### config.mk
export PLATFORM = sky130hd
export DESIGN_NAME = dmem_lane_align
export DESIGN_NICKNAME = d
export VERILOG_FILES = /design/src/logic/dmem_pkg.sv /design/src/logic/dmem_lane_align.sv
export VERILOG_INCLUDE_DIRS = /design/src /design/src/logic
export SDC_FILE = /design/constraint.sdc
export NUM_CORES = 1
export LEC_CHECK = 0
export ABC_CLOCK_PERIOD_IN_PS = 6810
export BUFFER_PORTS_ARGS = -buffer_cell sky130_fd_sc_hd__clkbuf_2
export CAP_MARGIN = 20
export CORE_UTILIZATION = 50
export CTS_CLUSTER_DIAMETER = 30
export CTS_CLUSTER_SIZE = 8
export DETAILED_ROUTE_END_ITERATION = 7
export PLACE_DENSITY = 0.84
export RECOVER_POWER = 100
export SLEW_MARGIN = 20
export SYNTH_ARGS = -nofsm -noshare
export SYNTH_HDL_FRONTEND = slang
export SYNTH_SLANG_ARGS = --single-unit
### constraint.sdc
create_clock -name clk -period 6.81 [get_ports clk]
set_clock_uncertainty 0.1 [all_clocks]
set_input_delay 1.0215 -clock clk [delete_from_list [all_inputs] [get_ports clk]]
set_output_delay 1.0215 -clock clk [all_outputs]
set_load 0.05 [all_outputs]
### src/logic/dmem_cfg.svh
// widths, RAM depth, register map and reset base, include wherever these values are needed
`ifndef DMEM_CFG_SVH
`define DMEM_CFG_SVH

// core-side widths
`define DMEM_ADDR_W 32
`define DMEM_DATA_W 64
`define DMEM_STRB_W 8

// 512 words of 64 bits, 4 KiB window
`define DMEM_IDX_W 9

// window base after reset, always 4 KiB aligned
`define DMEM_BASE_RST 32'h8000_0000

// register block bus widths
`define DMEM_AXIL_ADDR_W 4
`define DMEM_AXIL_DATA_W 32

// register offsets
`define DMEM_REG_CTRL  4'h0
`define DMEM_REG_BASE  4'h4
`define DMEM_REG_FCNT  4'h8
`define DMEM_REG_FADDR 4'hC

`endif
### src/logic/dmem_pkg.sv
// shared types of the data-memory port, referenced by scoped name from the RTL and testbench
`default_nettype none

`include "dmem_cfg.svh"

package dmem_pkg;

    typedef logic [`DMEM_ADDR_W-1:0] dmem_addr_t;
    typedef logic [`DMEM_DATA_W-1:0] dmem_data_t;
    typedef logic [`DMEM_IDX_W-1:0]  dmem_idx_t;
    typedef logic [`DMEM_STRB_W-1:0] dmem_strb_t;

    // funct3 encoding, low bits are log2 of size, bit 2 is unsigned
    typedef enum logic [2:0] {
        op_b  = 3'b000,
        op_h  = 3'b001,
        op_w  = 3'b010,
        op_d  = 3'b011,
        op_bu = 3'b100,
        op_hu = 3'b101,
        op_wu = 3'b110
    } mem_op_e;

    typedef struct packed {
        logic       we;
        mem_op_e    op;
        dmem_addr_t addr;
        dmem_data_t wdata;
    } dmem_req_t;

    typedef struct packed {
        logic       err;
        dmem_data_t rdata;
    } dmem_rsp_t;

    // master to slave
    typedef struct packed {
        logic                          awvalid;
        logic [`DMEM_AXIL_ADDR_W-1:0]  awaddr;
        logic                          wvalid;
        logic [`DMEM_AXIL_DATA_W-1:0]  wdata;
        logic [`DMEM_AXIL_DATA_W/8-1:0] wstrb;
        logic                          bready;
        logic                          arvalid;
        logic [`DMEM_AXIL_ADDR_W-1:0]  araddr;
        logic                          rready;
    } axil_req_t;

    // slave to master
    typedef struct packed {
        logic                         awready;
        logic                         wready;
        logic                         bvalid;
        logic [1:0]                   bresp;
        logic                         arready;
        logic                         rvalid;
        logic [`DMEM_AXIL_DATA_W-1:0] rdata;
        logic [1:0]                   rresp;
    } axil_rsp_t;

endpackage

`default_nettype wire

### src/logic/dmem_lane_align.sv
// request stage of the memory port: alignment and window check, store lanes, response pipeline
`timescale 1ns/1ps
`default_nettype none

`include "dmem_cfg.svh"

module dmem_lane_align (
    input  wire logic                clk,
    input  wire logic                rst_n,
    input  wire logic                req_valid,
    input  wire dmem_pkg::dmem_req_t req,
    input  wire logic                ctrl_en,
    input  wire dmem_pkg::dmem_addr_t win_base,
    output dmem_pkg::dmem_idx_t      ram_idx,
    output logic                     ram_we,
    output dmem_pkg::dmem_strb_t     ram_strb,
    output dmem_pkg::dmem_data_t     ram_wdata,
    output logic                     fault,
    output dmem_pkg::mem_op_e        ld_op,
    output logic [2:0]               ld_off,
    output logic                     ld_fault,
    output logic                     rsp_valid
);

    // window size in bytes, one bit wider than an address
    localparam logic [`DMEM_ADDR_W:0] win_bytes = (`DMEM_ADDR_W+1)'(1) << (`DMEM_IDX_W + 3);

    dmem_pkg::dmem_addr_t     win_off;
    logic [`DMEM_ADDR_W:0]    win_end;
    logic [3:0]               size_bytes;
    dmem_pkg::dmem_strb_t     size_mask;
    logic                     misalign;
    logic                     out_win;

    // addresses below the base wrap to a large offset and land outside
    assign win_off = req.addr - win_base;

    always_comb begin
        case (req.op[1:0])
            2'd0: begin
                size_bytes = 4'd1;
                size_mask  = 8'h01;
                misalign   = 1'b0;
            end
            2'd1: begin
                size_bytes = 4'd2;
                size_mask  = 8'h03;
                misalign   = req.addr[0];
            end
            2'd2: begin
                size_bytes = 4'd4;
                size_mask  = 8'h0f;
                misalign   = |req.addr[1:0];
            end
            default: begin
                size_bytes = 4'd8;
                size_mask  = 8'hff;
                misalign   = |req.addr[2:0];
            end
        endcase
    end

    assign win_end = {1'b0, win_off} + (`DMEM_ADDR_W+1)'(size_bytes);
    assign out_win = win_end > win_bytes;

    assign fault = req_valid & (~ctrl_en | misalign | out_win);

    // store path, lanes follow the low address bits
    assign ram_idx   = win_off[`DMEM_IDX_W+2:3];
    assign ram_we    = req_valid & req.we & ~fault;
    assign ram_strb  = size_mask << req.addr[2:0];
    assign ram_wdata = req.wdata << {req.addr[2:0], 3'b000};

    always_ff @(posedge clk) begin
        if (!rst_n) begin
            rsp_valid <= 1'b0;
        end else begin
            rsp_valid <= req_valid;
        end
    end

    // carried into the response cycle next to the RAM read
    always_ff @(posedge clk) begin
        ld_op    <= req.op;
        ld_off   <= req.addr[2:0];
        ld_fault <= fault;
    end

endmodule

`default_nettype wire

==> summary.txt <==
Detailed routing
  • Drt total wl: 15.1 mm
  • Wire length per cell: 14.1 um
  • Antenna violation net count after detailed routing: 0
  • Vias/cell: 5.71
  • DRC Markers: 0
  • Initial DRC Count: 210
  • Via count: approximately 6,100
  • Pre-Repair DR Iteration Count: 5

Floorplanning
  • Die height: between 100 and 150 um
  • I/O pin cnt: 227
  • Core Region: 0.00977 sq mm
  • Num rows: 36
  • Die footprint: 0.0105 sq mm
  • Die Width: 102 um
  • Starting Density: between 50% and 60%

Synthesis
  • Top_reg_cell synth: dfxtp_1
  • Warnings, synthesis: 0
  • Area contributors post-synth: mux2i_1 11%, ha_1 8.7%, nor2_1 6.4%
  • Synthesized area per cell: 6.73 sq um
  • Cell taking the most area after synthesis: mux2i_1
  • Synth top area share: 10.5%
  • Cells after Synth: 749
  • Ys async rst share: 0%
  • Synth Register Bits: 8
  • Synthesized net count: 922
  • Post-synth EDFFs: 0
  • Sequential cell area fraction in the yosys report: 3.18%
  • Synthesized area: between 0.005 and 0.006 sq mm
  • Library cells used by synthesis: 83

Clock network
  • Num Clock Sinks: 8
  • Setup Buffers After CTS: 0
  • # H-tree levels: 1
  • CTS Buffer Depth: 2
  • Cts hold-fix bufs: 0
  • CTS buffer count: 3
  • Clock Pin Slew Worst Setup and Hold Paths: 0.04 ns
  • CTS root buf: clkbuf_8
  • Resized Gates After CTS: 0
  • CTS tree: done

Global routing
  • Initial antenna violation count: 0
  • Total GRT Usage: a little over a quarter
  • Overflow left after global routing: 0
  • Number of global-route vias before repair: ~5,300
  • Global-route wire length before repair: 23.3 mm
  • Largest net degree at the start of global routing: 79

Final layout
  • Antenna Cells: 0
  • Layout area overhead: 22.4%
  • Footprint of the multi-input gates: 0.00451 sq mm
  • Nets: between 1,000 and 1,500
  • Leading cell types in the layout, fill and taps excluded: 134 x clkbuf_2, 91 x clkbuf_1, 86 x nor2_1
  • Register area: between 150 and 200 sq um
  • Most common cell after layout, fill and taps aside: clkbuf_2
  • Layout fillers: 969
  • Share of cells above drive strength 1: 21.0%
  • Final non-filler cell total: ~1,100

Timing
  • Worst Hold Margin: roughly 0.79 ns
  • Final setup viols: 0
  • Final Hold Fails: 0
  • Final min period: 6.31 ns
  • Slew @ Worst Pin: about 3.3 ns
  • RSZ-0062 raised after global routing: false
  • Slew margin rel.: -121%
  • Fmax: about 0.16 GHz
  • Final Max Tran Viols: 79
  • Fin crit share: 92.7%
  • Setup TNS: 0 ns
  • Final WS setup: around 0.5 ns

Placed design
  • Worst slack, placed: 0.708 ns
  • Post-DP HPWL: 12.4 mm
  • Placed cell count: approximately 1,100
  • GP Congestion: 0.948
  • I/O Buffers: 226

Flow run
  • Max_cap viols: 1

Status
  • Outcome: complete, but fails checks
  • Failing checks: max-capacitance violations, max-slew violations

Worst setup path
  • Startpoint class of the critical path: input port
  • Crit end category: output pin
  • Required time of the critical path: 5.69 ns
  • Critical path class: in -> out
  • WP data arrival: 5.19 ns
  • Crit Path Max Fanout: 4

Worst hold path
  • Min-delay worst type: in -> reg
  • Hold Crit Depth: 1

Power and ir drop
  • P_leak: 2.95 nW
  • Peak VDD IR: about 0.067 mV
  • Pwr/cell area: 135 mW/mm^2
  • Tot Pwr: about 0.83 mW
path summary, 6_finish.rpt:
check / startpoint / end / slack, ns
setup / recovery: req[64] / fault / 0.50
hold / removal: req[98] / ld_op[2] / 0.79
cell usage after synthesis (all sizes together) (7+ instances only):
library cell and n:
clkbuf 34, o22ai 20, xor2 10, mux2 27, nand4 11, a21o 15, nand3 13, xnor2 17
mux2i 53, nor3 13, a211oi 15, dfxtp 8, nand2 58, a21oi 65, and2 17, ha 35
a31oi 10, buf 10, nor2 86, and3 12, inv 57, nor2b 20, o21ai 47, o21a 7
stage by stage:
step	area (sq um)	util, %
3_5_place_dp	6260	64.0
6_report	6170	63.1
5_1_grt	6170	63.1
3_3_place_gp	6260	64.0
4_1_cts	6300	64.5
2_1_floorplan	5080	-
critical path, cell delays in order:
cell and delay (ns):
buf_4 0.10, inv_1 0.05, ha_1 0.22, fa_1 0.39, nand2b_1 0.22, a2111o_1 0.43, and3b_4 0.21, a311oi_4 0.37
nand4_4 0.17, nor4_4 0.38, and4_4 0.30, and3_4 0.20, and3_1 0.17, mux2i_1 0.33, o31a_1 0.20, dlymetal6s2s_1 0.42
registers in the layout (all words and copies together), names as in the netlist:
register   count
rsp_valid      1
ld_fault       1
ld_off         3
ld_op          3
layer usage:
metal	wire length, um	share of wire (%)	vias to the layer above	GRT usage (%)
met5	0	0	-	0
met4	494	3.3	0	11.8
met3	831	5.5	42	2.60
met2	7510	50	209	50.7
met1	6240	41	2748	31.0
li1	-	-	3118	-
cell type report:
cell class / count / share of cell area (%)
Sequential cell: 8 / 2.60
Timing Repair Buffer: 231 / 17.4
Multi-Input combinational cell: 640 / 73.1
Inverter: 57 / 3.47
Clock buffer: 3 / 0.669
Tap cell: 133 / 2.70
cells by family after synthesis:
logic type / synth area share (%)
and+or+nand+nor: 27.6
AOI/OAI and AO/OA: 30.2
buffers and inverters: 7.92
muxes: 16.6
adders and majority gates: 9.48
xor gates and xnor gates: 5.06
DFF: 3.18
power breakdown:
part	switching [mW]	internal [mW]
Sequential	0.000605	0.0496
Clock	0.0201	0.0384
Combinational	0.491	0.233
Power figures use the tool's default switching activity.
