## config.mk

```make
export PLATFORM = sky130hd
export DESIGN_NAME = dmem_load_extract
export DESIGN_NICKNAME = d
export VERILOG_FILES = /design/src/logic/dmem_pkg.sv /design/src/logic/dmem_load_extract.sv
export VERILOG_INCLUDE_DIRS = /design/src /design/src/logic
export SDC_FILE = /design/constraint.sdc
export NUM_CORES = 1
export LEC_CHECK = 0
export ABC_AREA = 1
export BUFFER_PORTS_ARGS = -buffer_cell sky130_fd_sc_hd__buf_4
export CAP_MARGIN = 20
export CORE_MARGIN = 10
export CORE_UTILIZATION = 30
export DETAILED_ROUTE_END_ITERATION = 7
export PLACE_DENSITY_LB_ADDON = 0.2
export REMOVE_ABC_BUFFERS = 1
export SLEW_MARGIN = 20
export SYNTH_ARGS = -nofsm -noshare
export SYNTH_HDL_FRONTEND = slang
export SYNTH_SLANG_ARGS = --single-unit
```

## constraint.sdc

```tcl
create_clock -name vclk -period 2.3
set_input_delay 0.46 -clock vclk [all_inputs]
set_output_delay 0.46 -clock vclk [all_outputs]
set_load 0.03 [all_outputs]
```

## src/logic/dmem_cfg.svh

```systemverilog
// widths, RAM depth, register map and reset base, include wherever these values are needed
`ifndef DMEM_CFG_SVH
`define DMEM_CFG_SVH

// core-side widths
`define DMEM_ADDR_W 32
`define DMEM_DATA_W 64
`define DMEM_STRB_W 8

// 512 words of 64 bits, 4 KiB window
`define DMEM_IDX_W 9

// window base after reset, always 4 KiB aligned
`define DMEM_BASE_RST 32'h8000_0000

// register block bus widths
`define DMEM_AXIL_ADDR_W 4
`define DMEM_AXIL_DATA_W 32

// register offsets
`define DMEM_REG_CTRL  4'h0
`define DMEM_REG_BASE  4'h4
`define DMEM_REG_FCNT  4'h8
`define DMEM_REG_FADDR 4'hC

`endif
```

## src/logic/dmem_pkg.sv

```systemverilog
// shared types of the data-memory port, referenced by scoped name from the RTL and testbench
`default_nettype none

`include "dmem_cfg.svh"

package dmem_pkg;

    typedef logic [`DMEM_ADDR_W-1:0] dmem_addr_t;
    typedef logic [`DMEM_DATA_W-1:0] dmem_data_t;
    typedef logic [`DMEM_IDX_W-1:0]  dmem_idx_t;
    typedef logic [`DMEM_STRB_W-1:0] dmem_strb_t;

    // funct3 encoding, low bits are log2 of size, bit 2 is unsigned
    typedef enum logic [2:0] {
        op_b  = 3'b000,
        op_h  = 3'b001,
        op_w  = 3'b010,
        op_d  = 3'b011,
        op_bu = 3'b100,
        op_hu = 3'b101,
        op_wu = 3'b110
    } mem_op_e;

    typedef struct packed {
        logic       we;
        mem_op_e    op;
        dmem_addr_t addr;
        dmem_data_t wdata;
    } dmem_req_t;

    typedef struct packed {
        logic       err;
        dmem_data_t rdata;
    } dmem_rsp_t;

    // master to slave
    typedef struct packed {
        logic                          awvalid;
        logic [`DMEM_AXIL_ADDR_W-1:0]  awaddr;
        logic                          wvalid;
        logic [`DMEM_AXIL_DATA_W-1:0]  wdata;
        logic [`DMEM_AXIL_DATA_W/8-1:0] wstrb;
        logic                          bready;
        logic                          arvalid;
        logic [`DMEM_AXIL_ADDR_W-1:0]  araddr;
        logic                          rready;
    } axil_req_t;

    // slave to master
    typedef struct packed {
        logic                         awready;
        logic                         wready;
        logic                         bvalid;
        logic [1:0]                   bresp;
        logic                         arready;
        logic                         rvalid;
        logic [`DMEM_AXIL_DATA_W-1:0] rdata;
        logic [1:0]                   rresp;
    } axil_rsp_t;

endpackage

`default_nettype wire

```

## src/logic/dmem_load_extract.sv

```systemverilog
// response stage: picks the loaded lane from the RAM word and extends it to 64 bits
`timescale 1ns/1ps
`default_nettype none

`include "dmem_cfg.svh"

module dmem_load_extract (
    input  wire logic                 rsp_valid,
    input  wire dmem_pkg::dmem_data_t word,
    input  wire dmem_pkg::mem_op_e    op,
    input  wire logic [2:0]           off,
    input  wire logic                 fault,
    input  wire logic                 is_load,
    output dmem_pkg::dmem_rsp_t       rsp
);

    dmem_pkg::dmem_data_t lane;
    dmem_pkg::dmem_data_t ext;
    logic                 uns;

    // addressed byte moved down to bit 0
    assign lane = word >> {off, 3'b000};
    assign uns  = op[2];

    always_comb begin
        case (op[1:0])
            2'd0: begin
                if (uns) begin
                    ext = {{(`DMEM_DATA_W-8){1'b0}}, lane[7:0]};
                end else begin
                    ext = {{(`DMEM_DATA_W-8){lane[7]}}, lane[7:0]};
                end
            end
            2'd1: begin
                if (uns) begin
                    ext = {{(`DMEM_DATA_W-16){1'b0}}, lane[15:0]};
                end else begin
                    ext = {{(`DMEM_DATA_W-16){lane[15]}}, lane[15:0]};
                end
            end
            2'd2: begin
                if (uns) begin
                    ext = {{(`DMEM_DATA_W-32){1'b0}}, lane[31:0]};
                end else begin
                    ext = {{(`DMEM_DATA_W-32){lane[31]}}, lane[31:0]};
                end
            end
            default: begin
                ext = lane;
            end
        endcase
    end

    // stores and faults return zero data
    always_comb begin
        rsp = '0;
        if (rsp_valid) begin
            rsp.err = fault;
            if (is_load && !fault) begin
                rsp.rdata = ext;
            end
        end
    end

endmodule

`default_nettype wire

```

==> results of run 1 <==
## final timing paths
path / startpoint / to / slack [ps]
max: off[0] / rsp[21] / 60
min: fault / rsp[64] / 1230
## per-stage QoR
| stage | hold WS [ps] | worst slack (ps) | area, um2 | util, % |
|---|---|---|---|---|
| 6_report | 1232 | 55.12 | 4374 | 49.91 |
| 5_1_grt | 1268 | -30.22 | 4374 | 49.91 |
| 4_1_cts | 1236 | 2.125 | 4138 | 47.22 |
| 3_5_place_dp | 1236 | -231.9 | 3986 | 45.49 |
| 3_3_place_gp | 1226 | -188.7 | 3986 | 45.49 |
| 2_1_floorplan | 1076 | -897.1 | 2447 | - |
## Yosys cell counts (all sizes together)
library cell	n	area, um2
clkbuf	22	82.58
o31ai	1	7.510
nor3	33	315.3
buf	27	188.9
inv	60	227.7
nand2	220	848.3
o211ai	18	135.1
nor2	24	106.4
mux2i	2	20.02
a21oi	37	185.2
o21ai	68	340.3
nand3	39	205.2
or2	9	56.30
## cells by family after synthesis
logic type	Yosys count	share of synthesized area, %
buffers and inverters	109	18.36
AO/OA/AOI/OAI	124	24.57
multiplexers	2	0.7363
AND/OR/NAND/NOR	325	56.33
## critical path: cells and delay by family
kind	cells	cell delay, ps
buffers and inverters	6	630
AND/OR/NAND/NOR	7	680
## power breakdown
group / leakage (nW) / internal, mW / switching (mW)
logic: 2.46 / 0.359 / 0.498
registers: 0 / 0 / 0
clock network: 0 / 0 / 0
## routing by layer
| metal | vias up | track usage, % | part of all wire, % |
|---|---|---|---|
| met3 | 19 | 3.229 | 7.8 |
| met4 | 0 | 3.053 | 1.5 |
| met1 | 1870 | 21.09 | 41 |
| met5 | - | 0 | 0 |
| met2 | 171 | 30.74 | 50 |
| li1 | 2100 | - | - |
## cell type report
type,count,share of cell area [%]
repair inverters,1,0.3719
multi-input cells,452,53.89
well taps,108,3.089
inverters,60,5.864
repair buffers,195,36.78
## timing repair
item	4_1_cts	5_1_grt
gates cloned	2	0
setup endpoints to repair	52	57
setup buffers	6	4
resized for setup	20	63
pin swaps	2	8
==> results_dict.tcl, run 1 <==
set metrics [dict create \
    finalNonFillerCells 816 \
    diodes 0 \
    fin_nets 783 \
    syn_area_um2 2719 \
    max_slew_margin_pct 75.49 \
    power_density_nw_per_um2 196.0 \
    hold_depth 4 \
    crit_required_ps 1840 \
    finalSetupViolCount 0 \
    final-seq-area_um2 0 \
    drc 0 \
    ys_seq_area_share_pct 0 \
    start_util_pct 31.03 \
    die_area_um2 13270 \
    critical_path_class "input pin to output pin" \
    seq_cells 0 \
    hp-class "input pin to output pin" \
    post-route-min-period_ps 2245 \
    final_antenna_net_count 0 \
    fmax_ghz 0.4455 \
    portBuffers 138 \
    path_cells "buf_12 -> clkinv_8 -> nand2_1 -> nand3_2 -> nand3_2 -> nand3_4 -> nand2_8 -> buf_12 -> clkinv_8 -> nand2_1 -> nand2_1 -> inv_1 -> buf_6" \
    totalWireLength_um 12790 \
    rows 34 \
    vias 4160 \
    track_usage_pct 17.24 \
    final_hold_viol_count 0 \
    mostFrequentLayoutCell "nand2_1" \
    die_w_um 115.2 \
    fill_cells 945 \
    max-vdd-ir-drop_v 0.00005854 \
    num_io_pins 138 \
    grt_pass1_wl_um 19420 \
    hpwl_um 9476 \
    cp_common_cell "nand2_1" \
    end_kind "output pin" \
    synthCells 560 \
    core-area_um2 8763 \
    hold_buffers 0 \
    drv_cap 0 \
    antenna_found_initial 0 \
    dieHeight_um 115.2 \
    cp-start-kind "input pin" \
    synth.avg_cell_area_um2 4.855 \
    via_per_inst 5.098 \
    status "finished clean" \
    dr.pass1.iters 5 \
    post-route-period-util_pct 97.60 \
    total_power_mw 0.8575 \
    crit_fanout 11 \
    grt_max_degree 39 \
    tightest_slew_ps 364.9 \
    drt_iter0_markers 272 \
    leakagePower_nw 2.457 \
    final_cell_mix "209 x nand2_1, 176 x buf_4, 54 x inv_1" \
    clkbuf_count 0 \
    slew_violations 0 \
    grt_overflow 0 \
    fin_setup_tns_ps 0 \
    critical-path-slowest-cell "buf_12" \
    drive_above_1_share_pct 38.56 \
    finalWeightedCongestion 0.8924 \
    synthToLayoutAreaGrowth_pct 60.88 \
    multi_input_area_um2 2357 \
    yosys_warnings 0 \
    cp_slowest_stage_delay_ps 140 \
    synthDistinctLibCells 24 \
    worstPathArrival_ps 1780 \
    dp_cells 804 \
    grt_pass1_vias 3926 \
    wl_per_cell_um 15.68 \
]
(Power assumes the default switching activity.)
==> run 2: changes to the inputs <==
--- a/config.mk
+++ b/config.mk
@@ -9,10 +9,10 @@
 export ABC_AREA = 1
 export BUFFER_PORTS_ARGS = -buffer_cell sky130_fd_sc_hd__buf_4
 export CAP_MARGIN = 20
-export CORE_MARGIN = 10
+export CORE_MARGIN = 2
 export CORE_UTILIZATION = 30
 export DETAILED_ROUTE_END_ITERATION = 7
-export PLACE_DENSITY_LB_ADDON = 0.2
+export PLACE_DENSITY = 0.66
 export REMOVE_ABC_BUFFERS = 1
 export SLEW_MARGIN = 20
 export SYNTH_ARGS = -nofsm -noshare
==> results_dict.tcl, run 2 (synthesized netlist as in run 1, its figures left out) <==
set metrics [dict create \
    status "complete, but fails checks" \
    violations "setup timing" \
    dr.pass1.iters 5 \
    hp-start "fault" \
    tightest_slew_ps 370.6 \
    switchingPower_mw 0.5052 \
    hold_depth 4 \
    slew_violations 0 \
    max_slew_margin_pct 75.29 \
    pwr-share-seq_pct 0 \
    post-route-min-period_ps 2330 \
    pwr-share-clk_pct 0 \
    via_per_inst 5.114 \
    finalSetupViolCount 15 \
    finalWeightedCongestion 0.8611 \
    vias 4127 \
    core-area_um2 8763 \
    grt_overflow 0 \
    drc 0 \
    path_cells "buf_12 -> buf_12 -> nand2_4 -> nand3_2 -> nand3_2 -> nand2_2 -> nand2_4 -> nand2_8 -> nor2_8 -> clkbuf_16 -> nor3_2 -> buf_4" \
    wl_per_cell_um 14.57 \
    crit_fanout 6 \
    rsz0062_at_grt "yes" \
    grt_max_degree 42 \
    synthToLayoutAreaGrowth_pct 62.31 \
    start_util_pct 31.03 \
    cp_slowest_stage_delay_ps 220 \
    critical_path_class "input pin to output pin" \
    final-seq-area_um2 0 \
    antenna_found_initial 0 \
    grt_pass1_wl_um 17110 \
    drive_above_1_share_pct 38.05 \
    layout_setup_ws_ps -29.87 \
    finalNonFillerCells 807 \
    power_density_nw_per_um2 198.0 \
    hp-class "input pin to output pin" \
    drv_cap 0 \
    die_area_um2 9841 \
    dieHeight_um 99.20 \
    fmax_ghz 0.4292 \
    internal_power_mw 0.3684 \
    final_cell_mix "208 x nand2_1, 165 x buf_4, 56 x inv_1" \
    worstPathArrival_ps 1870 \
    critical-path-slowest-cell "nor2_8" \
    whs_ps 1232 \
    num_io_pins 138 \
    max-vdd-ir-drop_v 0.00007236 \
    swShare_pct 57.83 \
    end_kind "output pin" \
    drt_iter0_markers 210 \
    cp_num_buf_inv 4 \
    portBuffers 138 \
    final_hold_viol_count 0 \
    rows 34 \
    fill_cells 953 \
    crit_required_ps 1840 \
    fin_nets 774 \
    clkbuf_count 0 \
    final_antenna_net_count 0 \
    dp_cells 798 \
    track_usage_pct 20.58 \
    hpwl_um 8316 \
    grt_pass1_vias 3598 \
    totalWireLength_um 11760 \
    leakagePower_nw 2.479 \
    post-route-period-util_pct 101.3 \
    diodes 0 \
    crit_family "simple AND/OR/NAND/NOR gates" \
    cp-start-kind "input pin" \
    p_comb_share_pct 100.0 \
    min_to "rsp[64]" \
    seq_cells 0 \
    mostFrequentLayoutCell "nand2_1" \
    die_w_um 99.20 \
]
## run 2: power by group through the flow
stage	registers, mW	clock network [mW]	logic [mW]
6_report	0	0	0.874
5_1_grt	0	0	0.949
4_1_cts	0	0	0.773
3_5_place_dp	0	0	0.760
3_3_place_gp	0	0	0.754
2_1_floorplan	0	0	0.396
## run 2: metrics by stage
stage | util, % | power (mW) | setup slack [ps] | setup TNS (ps) | instance area [um2]
after floorplan | - | 0.3958 | -897.1 | -28970 | 2447
after global placement | 45.69 | 0.7543 | -92.14 | -1703 | 4004
after detailed placement | 45.69 | 0.7596 | -96.87 | -2287 | 4004
after CTS | 46.26 | 0.7730 | 17.27 | 0 | 4054
after global routing | 50.36 | 0.9492 | -63.67 | -1127 | 4413
final | 50.36 | 0.8736 | -29.87 | -90.14 | 4413
## run 2: what timing repair did
action / 4_1_cts / 5_1_grt
gates resized for setup: 14 / 58
cloned: 0 / 5
hold buffers: 0 / 0
pin swaps: 0 / 9
setup buffers: 0 / 4
endpoints found under the setup margin: 48 / 53
## run 2: area by class of cell
type,instances,area [um2],share of cell area (%)
Inverter,60,240.2,5.444
Multi-Input combinational cell,451,2412,54.66
Tap cell,108,135.1,3.062
Timing Repair Buffer,188,1625,36.83
## run 2: metal layers
layer / wire (um) / GRT usage, %
met3: 803 / 1.405
met1: 4984 / 27.43
met2: 5704 / 37.11
met5: 0 / 0
met4: 265 / 2.950
## run 2: worst min-delay path, cell delays in order
cell and delay (ps):
buf_4 80, nand2_1 40, inv_1 40, buf_4 150
## run 2: worst max path at each step
stage | cells after the start | to | from
final | 12 | rsp[33] | off[0]
after global routing | 12 | rsp[33] | off[0]
after CTS | 12 | rsp[26] | off[0]
after detailed placement | 12 | rsp[20] | off[0]
after global placement | 11 | rsp[32] | off[0]
after floorplan | 6 | rsp[0] | is_load
==> run 3: changes to the inputs <==
--- a/config.mk
+++ b/config.mk
@@ -7,12 +7,13 @@
 export NUM_CORES = 1
 export LEC_CHECK = 0
 export ABC_AREA = 1
+export ABC_CLOCK_PERIOD_IN_PS = 2300
 export BUFFER_PORTS_ARGS = -buffer_cell sky130_fd_sc_hd__buf_4
 export CAP_MARGIN = 20
 export CORE_MARGIN = 2
-export CORE_UTILIZATION = 30
+export CORE_UTILIZATION = 25
 export DETAILED_ROUTE_END_ITERATION = 7
-export PLACE_DENSITY = 0.66
+export PLACE_DENSITY = 0.58
 export REMOVE_ABC_BUFFERS = 1
 export SLEW_MARGIN = 20
 export SYNTH_ARGS = -nofsm -noshare
==> results_dict.tcl, run 3 (synthesized netlist as in run 1, its figures left out) <==
set metrics [dict create \
    cp-start-kind "input pin" \
    drc 0 \
    hold_buffers 0 \
    critical-path-slowest-cell "nor2_8" \
    cp_slowest_stage_delay_ps 210 \
    power_density_nw_per_um2 193.3 \
    cp_num_buf_inv 4 \
    tightest_slew_ps 320.7 \
    final-seq-area_um2 0 \
    critical_path_class "input pin to output pin" \
    finalWeightedCongestion 0.8864 \
    max_slew_margin_pct 78.46 \
    post-route-period-util_pct 100.9 \
    layout_setup_ws_ps -20.71 \
    die_w_um 108.3 \
    via_per_inst 4.863 \
    fmax_ghz 0.4309 \
    synthToLayoutAreaGrowth_pct 64.66 \
    dieHeight_um 108.3 \
    grt_overflow 0 \
    crit_fanout 6 \
    mostFrequentLayoutCell "nand2_1" \
    seq_cells 0 \
    portBuffers 138 \
    violations "setup timing" \
    vias 4114 \
    leakagePower_nw 2.505 \
    core-area_um2 10750 \
    diodes 0 \
    end_kind "output pin" \
    die_area_um2 11730 \
    path_cells "buf_16 -> buf_8 -> nand2_2 -> nand3_2 -> nand3_2 -> nand2_2 -> nand2_4 -> nand2_8 -> nor2_8 -> clkbuf_16 -> nor3_2 -> buf_4" \
    final_antenna_net_count 0 \
    post-route-min-period_ps 2321 \
    slew_violations 0 \
    dr.pass1.iters 5 \
    start_util_pct 25.30 \
    fin_nets 781 \
    final_cell_area_um2 4477 \
    grt_pass1_vias 3834 \
    dpl_cell_area_um2 4121 \
    crit_required_ps 1840 \
    num_io_pins 138 \
    fin_setup_tns_ps -24.70 \
    final_cell_mix "207 x nand2_1, 172 x buf_4, 59 x o21ai_0" \
    clkbuf_count 0 \
    max-vdd-ir-drop_v 0.00006350 \
    finalSetupViolCount 3 \
    final_hold_viol_count 0 \
    hp-class "input pin to output pin" \
    antenna_found_initial 0 \
    rows 38 \
    grt_pass1_wl_um 18080 \
    track_usage_pct 18.67 \
    grt_max_degree 42 \
    hpwl_um 8977 \
    status "complete, but fails checks" \
    crit_family "simple AND/OR/NAND/NOR gates" \
    worstPathArrival_ps 1860 \
    wl_per_cell_um 13.98 \
    totalWireLength_um 11830 \
    drive_above_1_share_pct 38.24 \
    drv_cap 0 \
    drt_iter0_markers 152 \
    rsz0062_at_grt "yes" \
]
run 3: cell types whose count changed in the layout (fill, tap and decap cells not counted), moves of 3 or more:
cell / previous run / this run
buf_4: 165 / 172
buf_6: 11 / 8
buf_8: 1 / 4
o21ai_0: 53 / 59
o21ai_1: 12 / 9
run 3: path summary, 6_finish.rpt:
| kind | to | slack [ps] | start | cells after the start |
|---|---|---|---|---|
| worst max-delay path | rsp[34] | -20 | off[0] | 12 |
| worst min-delay path | rsp[64] | 1240 | fault | 4 |
run 3: routing by layer:
metal | global-route usage [%] | part of all wire (%) | wire, um | vias to the layer above
li1 | - | - | - | 2097
met5 | 0 | 0 | 0 | -
met3 | 0.9042 | 5.5 | 648 | 8
met4 | 2.747 | 0.56 | 66 | 0
met2 | 34.41 | 52 | 6119 | 158
met1 | 24.43 | 42 | 4993 | 1851
run 3: final cells by class:
type               count  area (um2)
repair buffers       195        1679
fillers             1237        6269
inverters             60       242.7
multi-input cells    451        2380
well taps            140       175.2
run 3: worst min-delay path: stages:
cell,delay (ps)
buf_4,80
nand2_1,40
inv_1,40
buf_4,140
run 3: per-stage QoR:
step	power, mW	instances	hold slack [ps]	worst slack (ps)	util, %
after global routing	0.9481	846	1272	-68.33	41.66
after global placement	0.7781	837	1227	-106.3	38.36
after CTS	0.7993	837	1238	-0.9505	38.91
final	0.8652	846	1236	-20.71	41.66
after detailed placement	0.7835	837	1237	-125.5	38.36
after floorplan	0.3958	511	1076	-897.1	-
run 3: power breakdown:
part / total, mW / internal, mW / leakage, nW / switching (mW)
Combinational: 0.865 / 0.373 / 2.51 / 0.492
Sequential: 0 / 0 / 0 / 0
Clock: 0 / 0 / 0 / 0
run 3: timing repair:
action / in CTS / in global routing
resized for setup: 13 / 52
setup buffers: 0 / 7
hold endpoints to repair: 0 / 0
gates cloned: 0 / 2
setup endpoints to repair: 50 / 59
pin swaps: 0 / 14
