[src/logic/dmem_cfg.svh]
// widths, RAM depth, register map and reset base, include wherever these values are needed
`ifndef DMEM_CFG_SVH
`define DMEM_CFG_SVH

// core-side widths
`define DMEM_ADDR_W 32
`define DMEM_DATA_W 64
`define DMEM_STRB_W 8

// 512 words of 64 bits, 4 KiB window
`define DMEM_IDX_W 9

// window base after reset, always 4 KiB aligned
`define DMEM_BASE_RST 32'h8000_0000

// register block bus widths
`define DMEM_AXIL_ADDR_W 4
`define DMEM_AXIL_DATA_W 32

// register offsets
`define DMEM_REG_CTRL  4'h0
`define DMEM_REG_BASE  4'h4
`define DMEM_REG_FCNT  4'h8
`define DMEM_REG_FADDR 4'hC

`endif
[src/logic/dmem_pkg.sv]
// shared types of the data-memory port, referenced by scoped name from the RTL and testbench
`default_nettype none

`include "dmem_cfg.svh"

package dmem_pkg;

    typedef logic [`DMEM_ADDR_W-1:0] dmem_addr_t;
    typedef logic [`DMEM_DATA_W-1:0] dmem_data_t;
    typedef logic [`DMEM_IDX_W-1:0]  dmem_idx_t;
    typedef logic [`DMEM_STRB_W-1:0] dmem_strb_t;

    // funct3 encoding, low bits are log2 of size, bit 2 is unsigned
    typedef enum logic [2:0] {
        op_b  = 3'b000,
        op_h  = 3'b001,
        op_w  = 3'b010,
        op_d  = 3'b011,
        op_bu = 3'b100,
        op_hu = 3'b101,
        op_wu = 3'b110
    } mem_op_e;

    typedef struct packed {
        logic       we;
        mem_op_e    op;
        dmem_addr_t addr;
        dmem_data_t wdata;
    } dmem_req_t;

    typedef struct packed {
        logic       err;
        dmem_data_t rdata;
    } dmem_rsp_t;

    // master to slave
    typedef struct packed {
        logic                          awvalid;
        logic [`DMEM_AXIL_ADDR_W-1:0]  awaddr;
        logic                          wvalid;
        logic [`DMEM_AXIL_DATA_W-1:0]  wdata;
        logic [`DMEM_AXIL_DATA_W/8-1:0] wstrb;
        logic                          bready;
        logic                          arvalid;
        logic [`DMEM_AXIL_ADDR_W-1:0]  araddr;
        logic                          rready;
    } axil_req_t;

    // slave to master
    typedef struct packed {
        logic                         awready;
        logic                         wready;
        logic                         bvalid;
        logic [1:0]                   bresp;
        logic                         arready;
        logic                         rvalid;
        logic [`DMEM_AXIL_DATA_W-1:0] rdata;
        logic [1:0]                   rresp;
    } axil_rsp_t;

endpackage

`default_nettype wire

[src/logic/dmem_csr.sv]
// AXI4-Lite register block: enable, window base, fault counter and last fault address
`timescale 1ns/1ps
`default_nettype none

`include "dmem_cfg.svh"

module dmem_csr (
    input  wire logic                 clk,
    input  wire logic                 rst_n,
    input  wire dmem_pkg::axil_req_t  axil_req,
    input  wire logic                 fault,
    input  wire dmem_pkg::dmem_addr_t fault_addr,
    output dmem_pkg::axil_rsp_t       axil_rsp,
    output logic                      ctrl_en,
    output dmem_pkg::dmem_addr_t      win_base
);

    logic                         awready;
    logic                         wready;
    logic                         bvalid;
    logic                         arready;
    logic                         rvalid;
    logic [`DMEM_AXIL_DATA_W-1:0] rdata;
    logic [`DMEM_AXIL_DATA_W-1:0] fcnt;
    dmem_pkg::dmem_addr_t         faddr;
    dmem_pkg::dmem_addr_t         base_wr;
    logic [`DMEM_AXIL_DATA_W-1:0] fcnt_base;
    logic                         wr_hs;
    logic                         rd_hs;

    assign wr_hs = axil_req.awvalid & awready & axil_req.wvalid & wready;
    assign rd_hs = axil_req.arvalid & arready;

    // address and data accepted together, one write in flight
    always_ff @(posedge clk) begin
        if (!rst_n) begin
            awready <= 1'b0;
            wready  <= 1'b0;
            bvalid  <= 1'b0;
        end else begin
            awready <= axil_req.awvalid & axil_req.wvalid & ~awready & ~bvalid;
            wready  <= axil_req.awvalid & axil_req.wvalid & ~wready & ~bvalid;
            if (wr_hs) begin
                bvalid <= 1'b1;
            end else if (bvalid && axil_req.bready) begin
                bvalid <= 1'b0;
            end
        end
    end

    always_ff @(posedge clk) begin
        if (!rst_n) begin
            arready <= 1'b0;
            rvalid  <= 1'b0;
        end else begin
            arready <= axil_req.arvalid & ~arready & ~rvalid;
            if (rd_hs) begin
                rvalid <= 1'b1;
            end else if (rvalid && axil_req.rready) begin
                rvalid <= 1'b0;
            end
        end
    end

    // strobed bytes merged into the base, page offset always cleared
    always_comb begin
        base_wr = win_base;
        for (int i = 0; i < `DMEM_AXIL_DATA_W/8; i++) begin
            if (axil_req.wstrb[i]) begin
                base_wr[i*8 +: 8] = axil_req.wdata[i*8 +: 8];
            end
        end
        base_wr[11:0] = 12'h000;
    end

    always_ff @(posedge clk) begin
        if (!rst_n) begin
            ctrl_en  <= 1'b1;
            win_base <= `DMEM_BASE_RST;
        end else if (wr_hs) begin
            if (axil_req.awaddr == `DMEM_REG_CTRL && axil_req.wstrb[0]) begin
                ctrl_en <= axil_req.wdata[0];
            end
            if (axil_req.awaddr == `DMEM_REG_BASE) begin
                win_base <= base_wr;
            end
        end
    end

    // clear first, then count a fault from the same cycle
    assign fcnt_base = (wr_hs && axil_req.awaddr == `DMEM_REG_FCNT) ? '0 : fcnt;

    always_ff @(posedge clk) begin
        if (!rst_n) begin
            fcnt  <= '0;
            faddr <= '0;
        end else begin
            if (fault && fcnt_base != '1) begin
                fcnt <= fcnt_base + 1'b1;
            end else begin
                fcnt <= fcnt_base;
            end
            if (fault) begin
                faddr <= fault_addr;
            end
        end
    end

    // read data captured at the address handshake
    always_ff @(posedge clk) begin
        if (rd_hs) begin
            case (axil_req.araddr)
                `DMEM_REG_CTRL:  rdata <= {{(`DMEM_AXIL_DATA_W-1){1'b0}}, ctrl_en};
                `DMEM_REG_BASE:  rdata <= win_base;
                `DMEM_REG_FCNT:  rdata <= fcnt;
                `DMEM_REG_FADDR: rdata <= faddr;
                default:         rdata <= '0;
            endcase
        end
    end

    // every access answers OKAY
    always_comb begin
        axil_rsp         = '0;
        axil_rsp.awready = awready;
        axil_rsp.wready  = wready;
        axil_rsp.bvalid  = bvalid;
        axil_rsp.bresp   = 2'b00;
        axil_rsp.arready = arready;
        axil_rsp.rvalid  = rvalid;
        axil_rsp.rdata   = rdata;
        axil_rsp.rresp   = 2'b00;
    end

endmodule

`default_nettype wire

[config.mk]
export PLATFORM = sky130hd
export DESIGN_NAME = dmem_csr
export DESIGN_NICKNAME = d
export VERILOG_FILES = /design/src/logic/dmem_pkg.sv /design/src/logic/dmem_csr.sv
export VERILOG_INCLUDE_DIRS = /design/src /design/src/logic
export SDC_FILE = /design/constraint.sdc
export NUM_CORES = 1
export LEC_CHECK = 0
export ABC_CLOCK_PERIOD_IN_PS = 2100
export BUFFER_PORTS_ARGS = -buffer_cell sky130_fd_sc_hd__buf_2
export CORE_UTILIZATION = 40
export CTS_CLUSTER_SIZE = 20
export DETAILED_ROUTE_END_ITERATION = 10
export GPL_ROUTABILITY_DRIVEN = 0
export SLEW_MARGIN = 20
export SYNTH_ARGS = -nofsm -noshare
export SYNTH_HDL_FRONTEND = slang
export SYNTH_SLANG_ARGS = --single-unit
[constraint.sdc]
create_clock -name clk -period 2.1 [get_ports clk]
set_input_delay 0 -clock clk [delete_from_list [all_inputs] [get_ports clk]]
set_output_delay 0 -clock clk [all_outputs]
set_load 0.05 [all_outputs]
==> results of run 1 <==
[cells by family after synthesis]
group | after synthesis | synth area share, %
multiplexers | 64 | 11.90
flip-flops | 122 | 49.47
AND/OR/NAND/NOR | 232 | 20.93
other | 1 | 0.06715
buffers and inverters | 61 | 5.960
AO/OA/AOI/OAI | 100 | 11.67
[cells in the mapped netlist (all sizes together), types with 2 or more instances]
library cell | instances | area share [%]
a2111o | 2 | 0.40
nor3 | 4 | 0.45
nand4 | 12 | 1.6
a211oi | 6 | 0.81
o21ai | 9 | 0.81
a31o | 4 | 0.63
dfxtp | 90 | 32
clkbuf | 24 | 1.6
a21oi | 37 | 3.3
or4 | 6 | 0.81
and2 | 7 | 0.78
nand3 | 20 | 2.0
mux2i | 45 | 8.1
a31oi | 5 | 0.56
o311ai | 2 | 0.31
a22oi | 22 | 3.0
o211ai | 2 | 0.27
buf | 30 | 3.9
nand2 | 67 | 4.5
and4 | 8 | 1.3
o211a | 2 | 0.36
mux2 | 19 | 3.8
nor4b | 3 | 0.47
inv | 6 | 0.40
edfxtp | 32 | 17
or3 | 5 | 0.58
nor4 | 6 | 1.3
and3 | 5 | 0.56
o31ai | 6 | 0.81
nor2 | 81 | 5.4
[through the flow]
stage | hold slack, ps | std cells | utilization [%]
global placement | 211.6 | 883 | 48.13
global route | 27.14 | 977 | 56.85
detailed placement | 221.6 | 883 | 48.13
CTS | 15.11 | 977 | 56.73
finish | 18.20 | 977 | 56.85
floorplan | 61.94 | 595 | -
[cells in the final DEF (no fill, tap or decap), drive strengths merged, types with 4 or more instances in the layout]
| cell | synthesis | routed |
|---|---|---|
| buf | 30 | 166 |
| dfxtp | 90 | 90 |
| nor2 | 81 | 81 |
| nand2 | 67 | 67 |
| dlygate4sd3 | 0 | 62 |
| mux2i | 45 | 45 |
| a21oi | 37 | 37 |
| edfxtp | 32 | 32 |
| a22oi | 22 | 22 |
| nand3 | 20 | 20 |
| mux2 | 19 | 19 |
| clkbuf | 24 | 19 |
| conb | 1 | 16 |
| nand4 | 12 | 12 |
| o21ai | 9 | 9 |
| clkinv | 1 | 9 |
| and4 | 8 | 8 |
| and2 | 7 | 7 |
| inv | 6 | 7 |
| o31ai | 6 | 6 |
| or4 | 6 | 6 |
| a211oi | 6 | 6 |
| nor4 | 6 | 6 |
| and3 | 5 | 5 |
| a31oi | 5 | 5 |
| or3 | 5 | 5 |
| a31o | 4 | 4 |
| nor3 | 4 | 4 |
[power breakdown]
group	leakage [nW]	total, W	internal [W]	switching, W
Clock	0.260	0.00266	0.00161	0.00105
Combinational	1.93	0.000512	0.000221	0.000291
Sequential	1.07	0.00249	0.00246	0.0000274
Total	3.26	0.00565	0.00429	0.00137
[layer usage]
layer  up-vias  GRT usage (%)  routed length (um)
met4         0          8.828                 287
met5         -              0                   0
met3        24          5.038                 638
met1      2372          26.01                6462
met2       149          36.06                7432
li1       2484              -                   -
[path summary, 6_finish.rpt]
check,start,end,slack [ps],depth (start not counted)
max,wready,fcnt[26],150,5
min reg2reg,awready,awready,440,1
max reg2reg,wready,fcnt[26],150,5
min,axil_req[7],ctrl_en,20,4
[worst max-delay path: cells and delay by family, from the launching register on]
family / cells / cell delay, ps
DFF: 1 / 350
and+or+nand+nor: 4 / 1390
AOI/OAI and AO/OA: 1 / 160
[registers in the layout (all words and copies together), names as in the netlist]
| signal | cells |
|---|---|
| arready | 1 |
| wready | 1 |
| bvalid | 1 |
| faddr | 32 |
| win_base | 20 |
| rdata | 32 |
| awready | 1 |
| rvalid | 1 |
| fcnt | 32 |
| ctrl_en | 1 |
[what timing repair did]
| item | 4_1_cts | 5_1_grt |
|---|---|---|
| hold buffers | 62 | 0 |
| hold endpoints to repair | 61 | 0 |
| gates resized for setup | 0 | 4 |
| setup endpoints to repair | 0 | 12 |
[area by class of cell]
cell class	count	area, um^2	area share [%]
Timing Repair Buffer	228	1541	20.15
Sequential cell	122	2763	36.12
Clock inverter	13	103.9	1.358
Clock buffer	19	432.9	5.660
Multi-Input combinational cell	412	2561	33.49
Inverter	7	26.28	0.3435
Tap cell	176	220.2	2.879
==> flow_summary.toml, run 1 <==
[floorplan]
die_y_um = 120.2
die_w_um = 120.2
die-area_um2 = 14440
ios = 158
core.rowCount = 42
core-area_um2 = 13450
start_util_pct = 41.51

[timing]
fmax_mhz = 513.5
tns_ps = 0
slew_viol_final = 0
grt_setup_unrepaired = "false"
setup_ws_ps = 152.4
worst_pin_slew_ps = 614.9
setup_violations = 0
post-route-period-util_pct = 92.74
slew_headroom_pct = 59.01
finClkSkew_ps = 23.02
min_period_ps = 1948
hold_viol = 0

[global_route]
grt.overflow.total = 0
antenna_found_initial = 0
grt_pass1_vias = 4823
track_usage_pct = 21.38
grt_pass1_wl_um = 23820
grt_max_degree = 38

[run_status]
status = "finished, final reports clean"

[cts]
cts_root_buf = "clkbuf_16"
clk_pin_slew_ps = 60
numClockSinks = 122
cts_tree = "done"
postCtsSetupBuffers = 0
clk_path_buf_depth = 2
insertion_delay_ps = 420
numCtsBuffers = 17
htreeDepth = 4

[yosys]
synth_seq_cells = 122
synth.distinct_cells = 54
yosys_warnings = 0
synth-edff-count = 32
async_reset_ff_share_pct = 0
synthFlopType = "dfxtp_1"
synth_area_um2 = 5584
postSynthCellCount = 580
yosysSeqAreaShare_pct = 49.47
postSynthAreaPerCell_um2 = 9.628

[detailed_routing]
viasPerCell = 5.147
wirelength_um = 14820
route.detailed.drc = 0
wl_per_cell_um = 15.17
ant_nets = 0
drtIter0Drc = 318
firstDrtPassIters = 5
vias = 5029

[placed_design]
placed_area_um2 = 6475
post-place-ws_ps = 64.95
dpl.hpwl_um = 10250
io_buffers = 130

[worst_hold_path]
hold_class = "input pin to register"

[critical_path]
startpoint_type = "register"
crit_chain = "and4_1, nand3_1, and4_2, or4_1, a21oi_1"
endpoint_kind = "register"
cpMaxStageDelayCell = "or4_1"
path_max_fanout = 10
cpPeakStageDelay_ps = 510
required_ps = 2450
path_class = "register to register"
arrival_ps = 2300

[pwr]
p_leak_nw = 3.256
ir_drop_uv = 494.8
power.density_nw_per_um2 = 739.3
totalPowerFinal_w = 0.005655

[flow_run]
max_cap_violations = 0

[finish]
fill_cells = 1190
nets = 872
area_growth_pct = 36.97
antenna_cells = 0
drive_above_1_share_pct = 29.09
final_area_um2 = 7649
No activity file was read; power rests on OpenSTA's default activity.
==> run 2, diff against run 1 <==
ABC_CLOCK_PERIOD_IN_PS = 1900   (was 2100)
BUFFER_PORTS_ARGS = -buffer_cell sky130_fd_sc_hd__buf_4   (was -buffer_cell sky130_fd_sc_hd__buf_2)
clock period = 1.9 ns   (was 2.1 ns; I/O delays follow)
==> run 2 against run 1 <==
  * Global-route usage increased by 1.5 points
  * Power is 18% higher
  * Core utilization rose by 4.3 points
  * Largest cell class unchanged
  * Highest routed layer unchanged
==> flow_summary.toml, run 2 (synthesized netlist as in run 1, its figures left out) <==
[run_status]
status = "finished, final reports clean"

[detailed_routing]
wirelength_um = 16140
vias = 5151
route.detailed.drc = 0
wl_per_cell_um = 16.22
ant_nets = 0
drtIter0Drc = 329
firstDrtPassIters = 5
viasPerCell = 5.177

[floorplan]
core-area_um2 = 13450
start_util_pct = 41.51
core.rowCount = 42
die_y_um = 120.2
die-area_um2 = 14440
die_w_um = 120.2
ios = 158

[cts]
cts_root_buf = "clkbuf_16"
postCtsSetupBuffers = 0
htreeDepth = 4
clk_pin_slew_ps = 60
cts_tree = "done"
numClockSinks = 122
insertion_delay_ps = 420
numCtsBuffers = 17
clk_path_buf_depth = 2

[pwr]
power.density_nw_per_um2 = 809.6
p_leak_nw = 3.468
ir_drop_uv = 527.3

[critical_path]
startpoint_type = "register"
required_ps = 2250
timing.rr.start = "awready"
arrival_ps = 2180
r2r_end = "fcnt[28]"
ff2ff_setup_slack_ps = 60
worst_r2r_path_depth = 5
path_class = "register to register"
path_max_fanout = 12
endpoint_kind = "register"

[worst_hold_path]
hp-start = "axil_req[10]"
hold_depth = 4
hold_class = "input pin to register"
hold_end = "win_base[31]"

[finish]
area_growth_pct = 47.39
final_cells = 995
mostFrequentLayoutCell = "buf_4"
final_util_pct = 61.18
drive_above_1_share_pct = 32.72
reg.largest.list = "faddr x32, fcnt x32, rdata x32"
antenna_cells = 0
nets = 890
final_cell_mix = "buf_4 (183), dfxtp_1 (83), nor2_1 (81)"

[timing]
setup_violations = 0
setup_ws_ps = 62.87
worst_pin_slew_ps = 541.9
grt_setup_unrepaired = "true"
hold_ws_ps = 35.77
post-route-period-util_pct = 96.69
slew_headroom_pct = 63.79
hold_viol = 0
finClkSkew_ps = 8.469
fmax_mhz = 544.3
min_period_ps = 1837
slew_viol_final = 0

[global_route]
grt.overflow.total = 0
antenna_found_initial = 0
grt_pass1_wl_um = 25210
track_usage_pct = 22.86
grt_pass1_vias = 5089
grt_max_degree = 38

[placed_design]
post-place-ws_ps = -30.30
dp.cells = 900
dpl.hpwl_um = 11110
io_buffers = 130

[flow_run]
max_cap_violations = 0
run 2: worst max-delay path, stage by stage, from the launching register on:
cell	delay [ps]
dfxtp_1	340
and4_2	310
nand3_2	170
and4_4	280
or4_1	510
a21oi_1	160
run 2: final cells by class:
type                            instances  area (um^2)
Sequential cell                       122         2774
Fill cell                            1174         5223
Multi-Input combinational cell        413         2605
Tap cell                              176        220.2
Inverter                                7        26.28
Clock buffer                           22        495.5
Clock inverter                         10        115.1
Timing Repair Buffer                  245         1994
run 2: timing repair:
action,CTS,global route
hold buffers,62,0
cloned,0,1
endpoints found under the setup margin,6,14
gates resized for setup,3,20
endpoints found under the hold margin,61,0
pin swaps,0,6
run 2: worst max-delay path by stage:
stage	startpoint	to	slack, ps	cells after the start
after floorplan	fcnt[1]	fcnt[12]	80	5
after global placement	fcnt[9]	fcnt[24]	20	6
after detailed placement	awready	fcnt[26]	-30	5
after CTS	awready	fcnt[26]	3	5
after global routing	wready	fcnt[25]	-40	6
final	awready	fcnt[28]	60	5
run 2: stage by stage:
stage	instance area, um^2	TNS, ps	total power (W)
2_1_floorplan	5640	0	0.003138
3_3_place_gp	6928	0	0.003313
3_5_place_dp	6928	-36.90	0.003324
4_1_cts	8167	0	0.006704
5_1_grt	8230	-51.34	0.006862
6_report	8230	0	0.006663
run 2: metal layers:
metal	GRT usage, %	wire (um)
met3	5.371	742
met4	10.23	427
met2	38.76	8068
met5	0	0
met1	27.35	6901
run 2: where the power goes:
group          internal, W  total (W)  switching (W)
Combinational     0.000294   0.000630       0.000336
Clock              0.00211    0.00329        0.00118
Sequential         0.00272    0.00275      0.0000281
==> run 3, diff against run 2 <==
CORE_UTILIZATION = 45   (was 40)
PLACE_DENSITY = 0.71   (was unset)
SETUP_SLACK_MARGIN = 0.5   (was unset)
==> run 3 against run 2 <==
  * Combinational power increased by 7.3%
  * Clock power decreased by 10%
  * First-iteration DRC count increased by 89%
  * Fmax decreased by 0.97%
  * Power decreased by 4.4%
  * Sequential power about the same
  * Cell count increased by 1.7%
  * Routed wire length increased by 14%
  * Sequential cell count unchanged
  * Critical endpoint is now fcnt[30]
  * Largest cell class is now multi-input gates
  * Highest routed layer unchanged
==> flow_summary.toml, run 3 (synthesized netlist as in run 1, its figures left out) <==
[finish]
drive_above_1_share_pct = 46.68
antenna_cells = 0
register_area_um2 = 2815
area_growth_pct = 60.32
reg.largest.list = "faddr x32, fcnt x32, rdata x32"
final_area_um2 = 8952
mostFrequentLayoutCell = "buf_4"
fill_cells = 741
final_cell_mix = "buf_4 (181), nor2_1 (77), dfxtp_1 (66)"
nets = 915
multi_input_area_um2 = 3077

[critical_path]
endpoint_kind = "register"
startpoint_type = "register"
required_ps = 2250
path_class = "register to register"
path_max_fanout = 5
arrival_ps = 2200

[detailed_routing]
wl_per_cell_um = 18.22
vias = 5647
route.detailed.drc = 0
viasPerCell = 5.580
firstDrtPassIters = 6
drtIter0Drc = 622
wirelength_um = 18440
ant_nets = 0

[floorplan]
die_y_um = 113.4
die-area_um2 = 12860
die_w_um = 113.4
ios = 158
core.rowCount = 40
start_util_pct = 46.30
core-area_um2 = 12060

[cts]
cts_tree = "done"
clk_path_buf_depth = 2
cts_root_buf = "clkbuf_16"
clk_pin_slew_ps = 60
insertion_delay_ps = 430
htreeDepth = 4
numClockSinks = 122
numCtsBuffers = 17

[timing]
setup_violations = 0
slew_headroom_pct = 56.45
finClkSkew_ps = 7.492
hold_viol = 0
fmax_mhz = 539.1
min_period_ps = 1855
post-route-period-util_pct = 97.64
hold_ws_ps = 133.5
slew_viol_final = 0
tns_ps = 0
grt_setup_unrepaired = "true"
worst_pin_slew_ps = 653.2

[global_route]
grt_pass1_vias = 5336
antenna_found_initial = 0
grt_pass1_wl_um = 26160
grt_max_degree = 49
track_usage_pct = 26.48
grt.overflow.total = 0

[worst_hold_path]
hold_class = "input pin to register"

[pwr]
power.density_nw_per_um2 = 711.3
p_leak_nw = 3.693
ir_drop_uv = 486.8
totalPowerFinal_w = 0.006368

[placed_design]
io_buffers = 130
dpl.hpwl_um = 10070
placed_area_um2 = 6883

[run_status]
status = "finished, final reports clean"

[flow_run]
max_cap_violations = 0
[run 3: cell count changes in the layout (fill, tap and decap cells not counted), sizes merged, moves of 3 or more]
cell	previous run	this run
clkinv	6	10
clkbuf	22	18
buf	183	204
dlygate4sd3	62	65
[run 3: metal layers]
metal | vias up | track usage, % | part of all wire (%)
met2 | 275 | 47.85 | 53
met1 | 2751 | 30.24 | 40
met4 | 0 | 10.61 | 2.2
met5 | - | 0 | 0
li1 | 2572 | - | -
met3 | 49 | 6.004 | 5.3
[run 3: layout make-up]
| cell class | instances | area share [%] |
|---|---|---|
| timing repair buffer | 269 | 25.58 |
| tap | 168 | 2.348 |
| clock buffer | 18 | 4.794 |
| clock inverter | 14 | 1.174 |
| sequential | 122 | 31.45 |
| inverter | 7 | 0.2935 |
| multi-input combinational | 414 | 34.37 |
[run 3: worst max-delay path: stages (launching register included)]
cell and delay (ps):
dfxtp_4 360, nand3_4 110, buf_8 160, nor4_4 330
nand3_4 150, or4_4 520, a21oi_2 160
[run 3: per-stage QoR]
step / std cells / util (%) / worst slack, ps
detailed placement: 873 / 57.06 / -43.99
floorplan: 595 / - / 243.4
finish: 1012 / 74.22 / 44.90
global route: 1012 / 74.22 / -15.49
global placement: 873 / 57.06 / 64.23
CTS: 991 / 70.46 / 162.4
[run 3: repair_timing]
action	4_1_cts	5_1_grt
hold endpoints to repair	61	0
buffers inserted	19	21
endpoints found under the setup margin	53	53
resized for setup	72	75
pin swaps	31	42
gates cloned	2	0
hold buffers	65	0
[run 3: worst paths after layout]
| kind | endpoint | start | cells after the start | slack [ps] |
|---|---|---|---|---|
| min reg2reg | arready | rvalid | 1 | 470 |
| min | rdata[28] | axil_req[4] | 3 | 130 |
| max reg2reg | fcnt[30] | fcnt[5] | 6 | 40 |
| max | fcnt[30] | fcnt[5] | 6 | 40 |
[run 3: where the power goes]
group | leakage (nW) | switching [W] | internal [W]
clock | 0.256 | 0.00118 | 0.00177
combinational | 2.35 | 0.000365 | 0.000310
sequential | 1.08 | 0.0000318 | 0.00271
total | 3.69 | 0.00158 | 0.00479
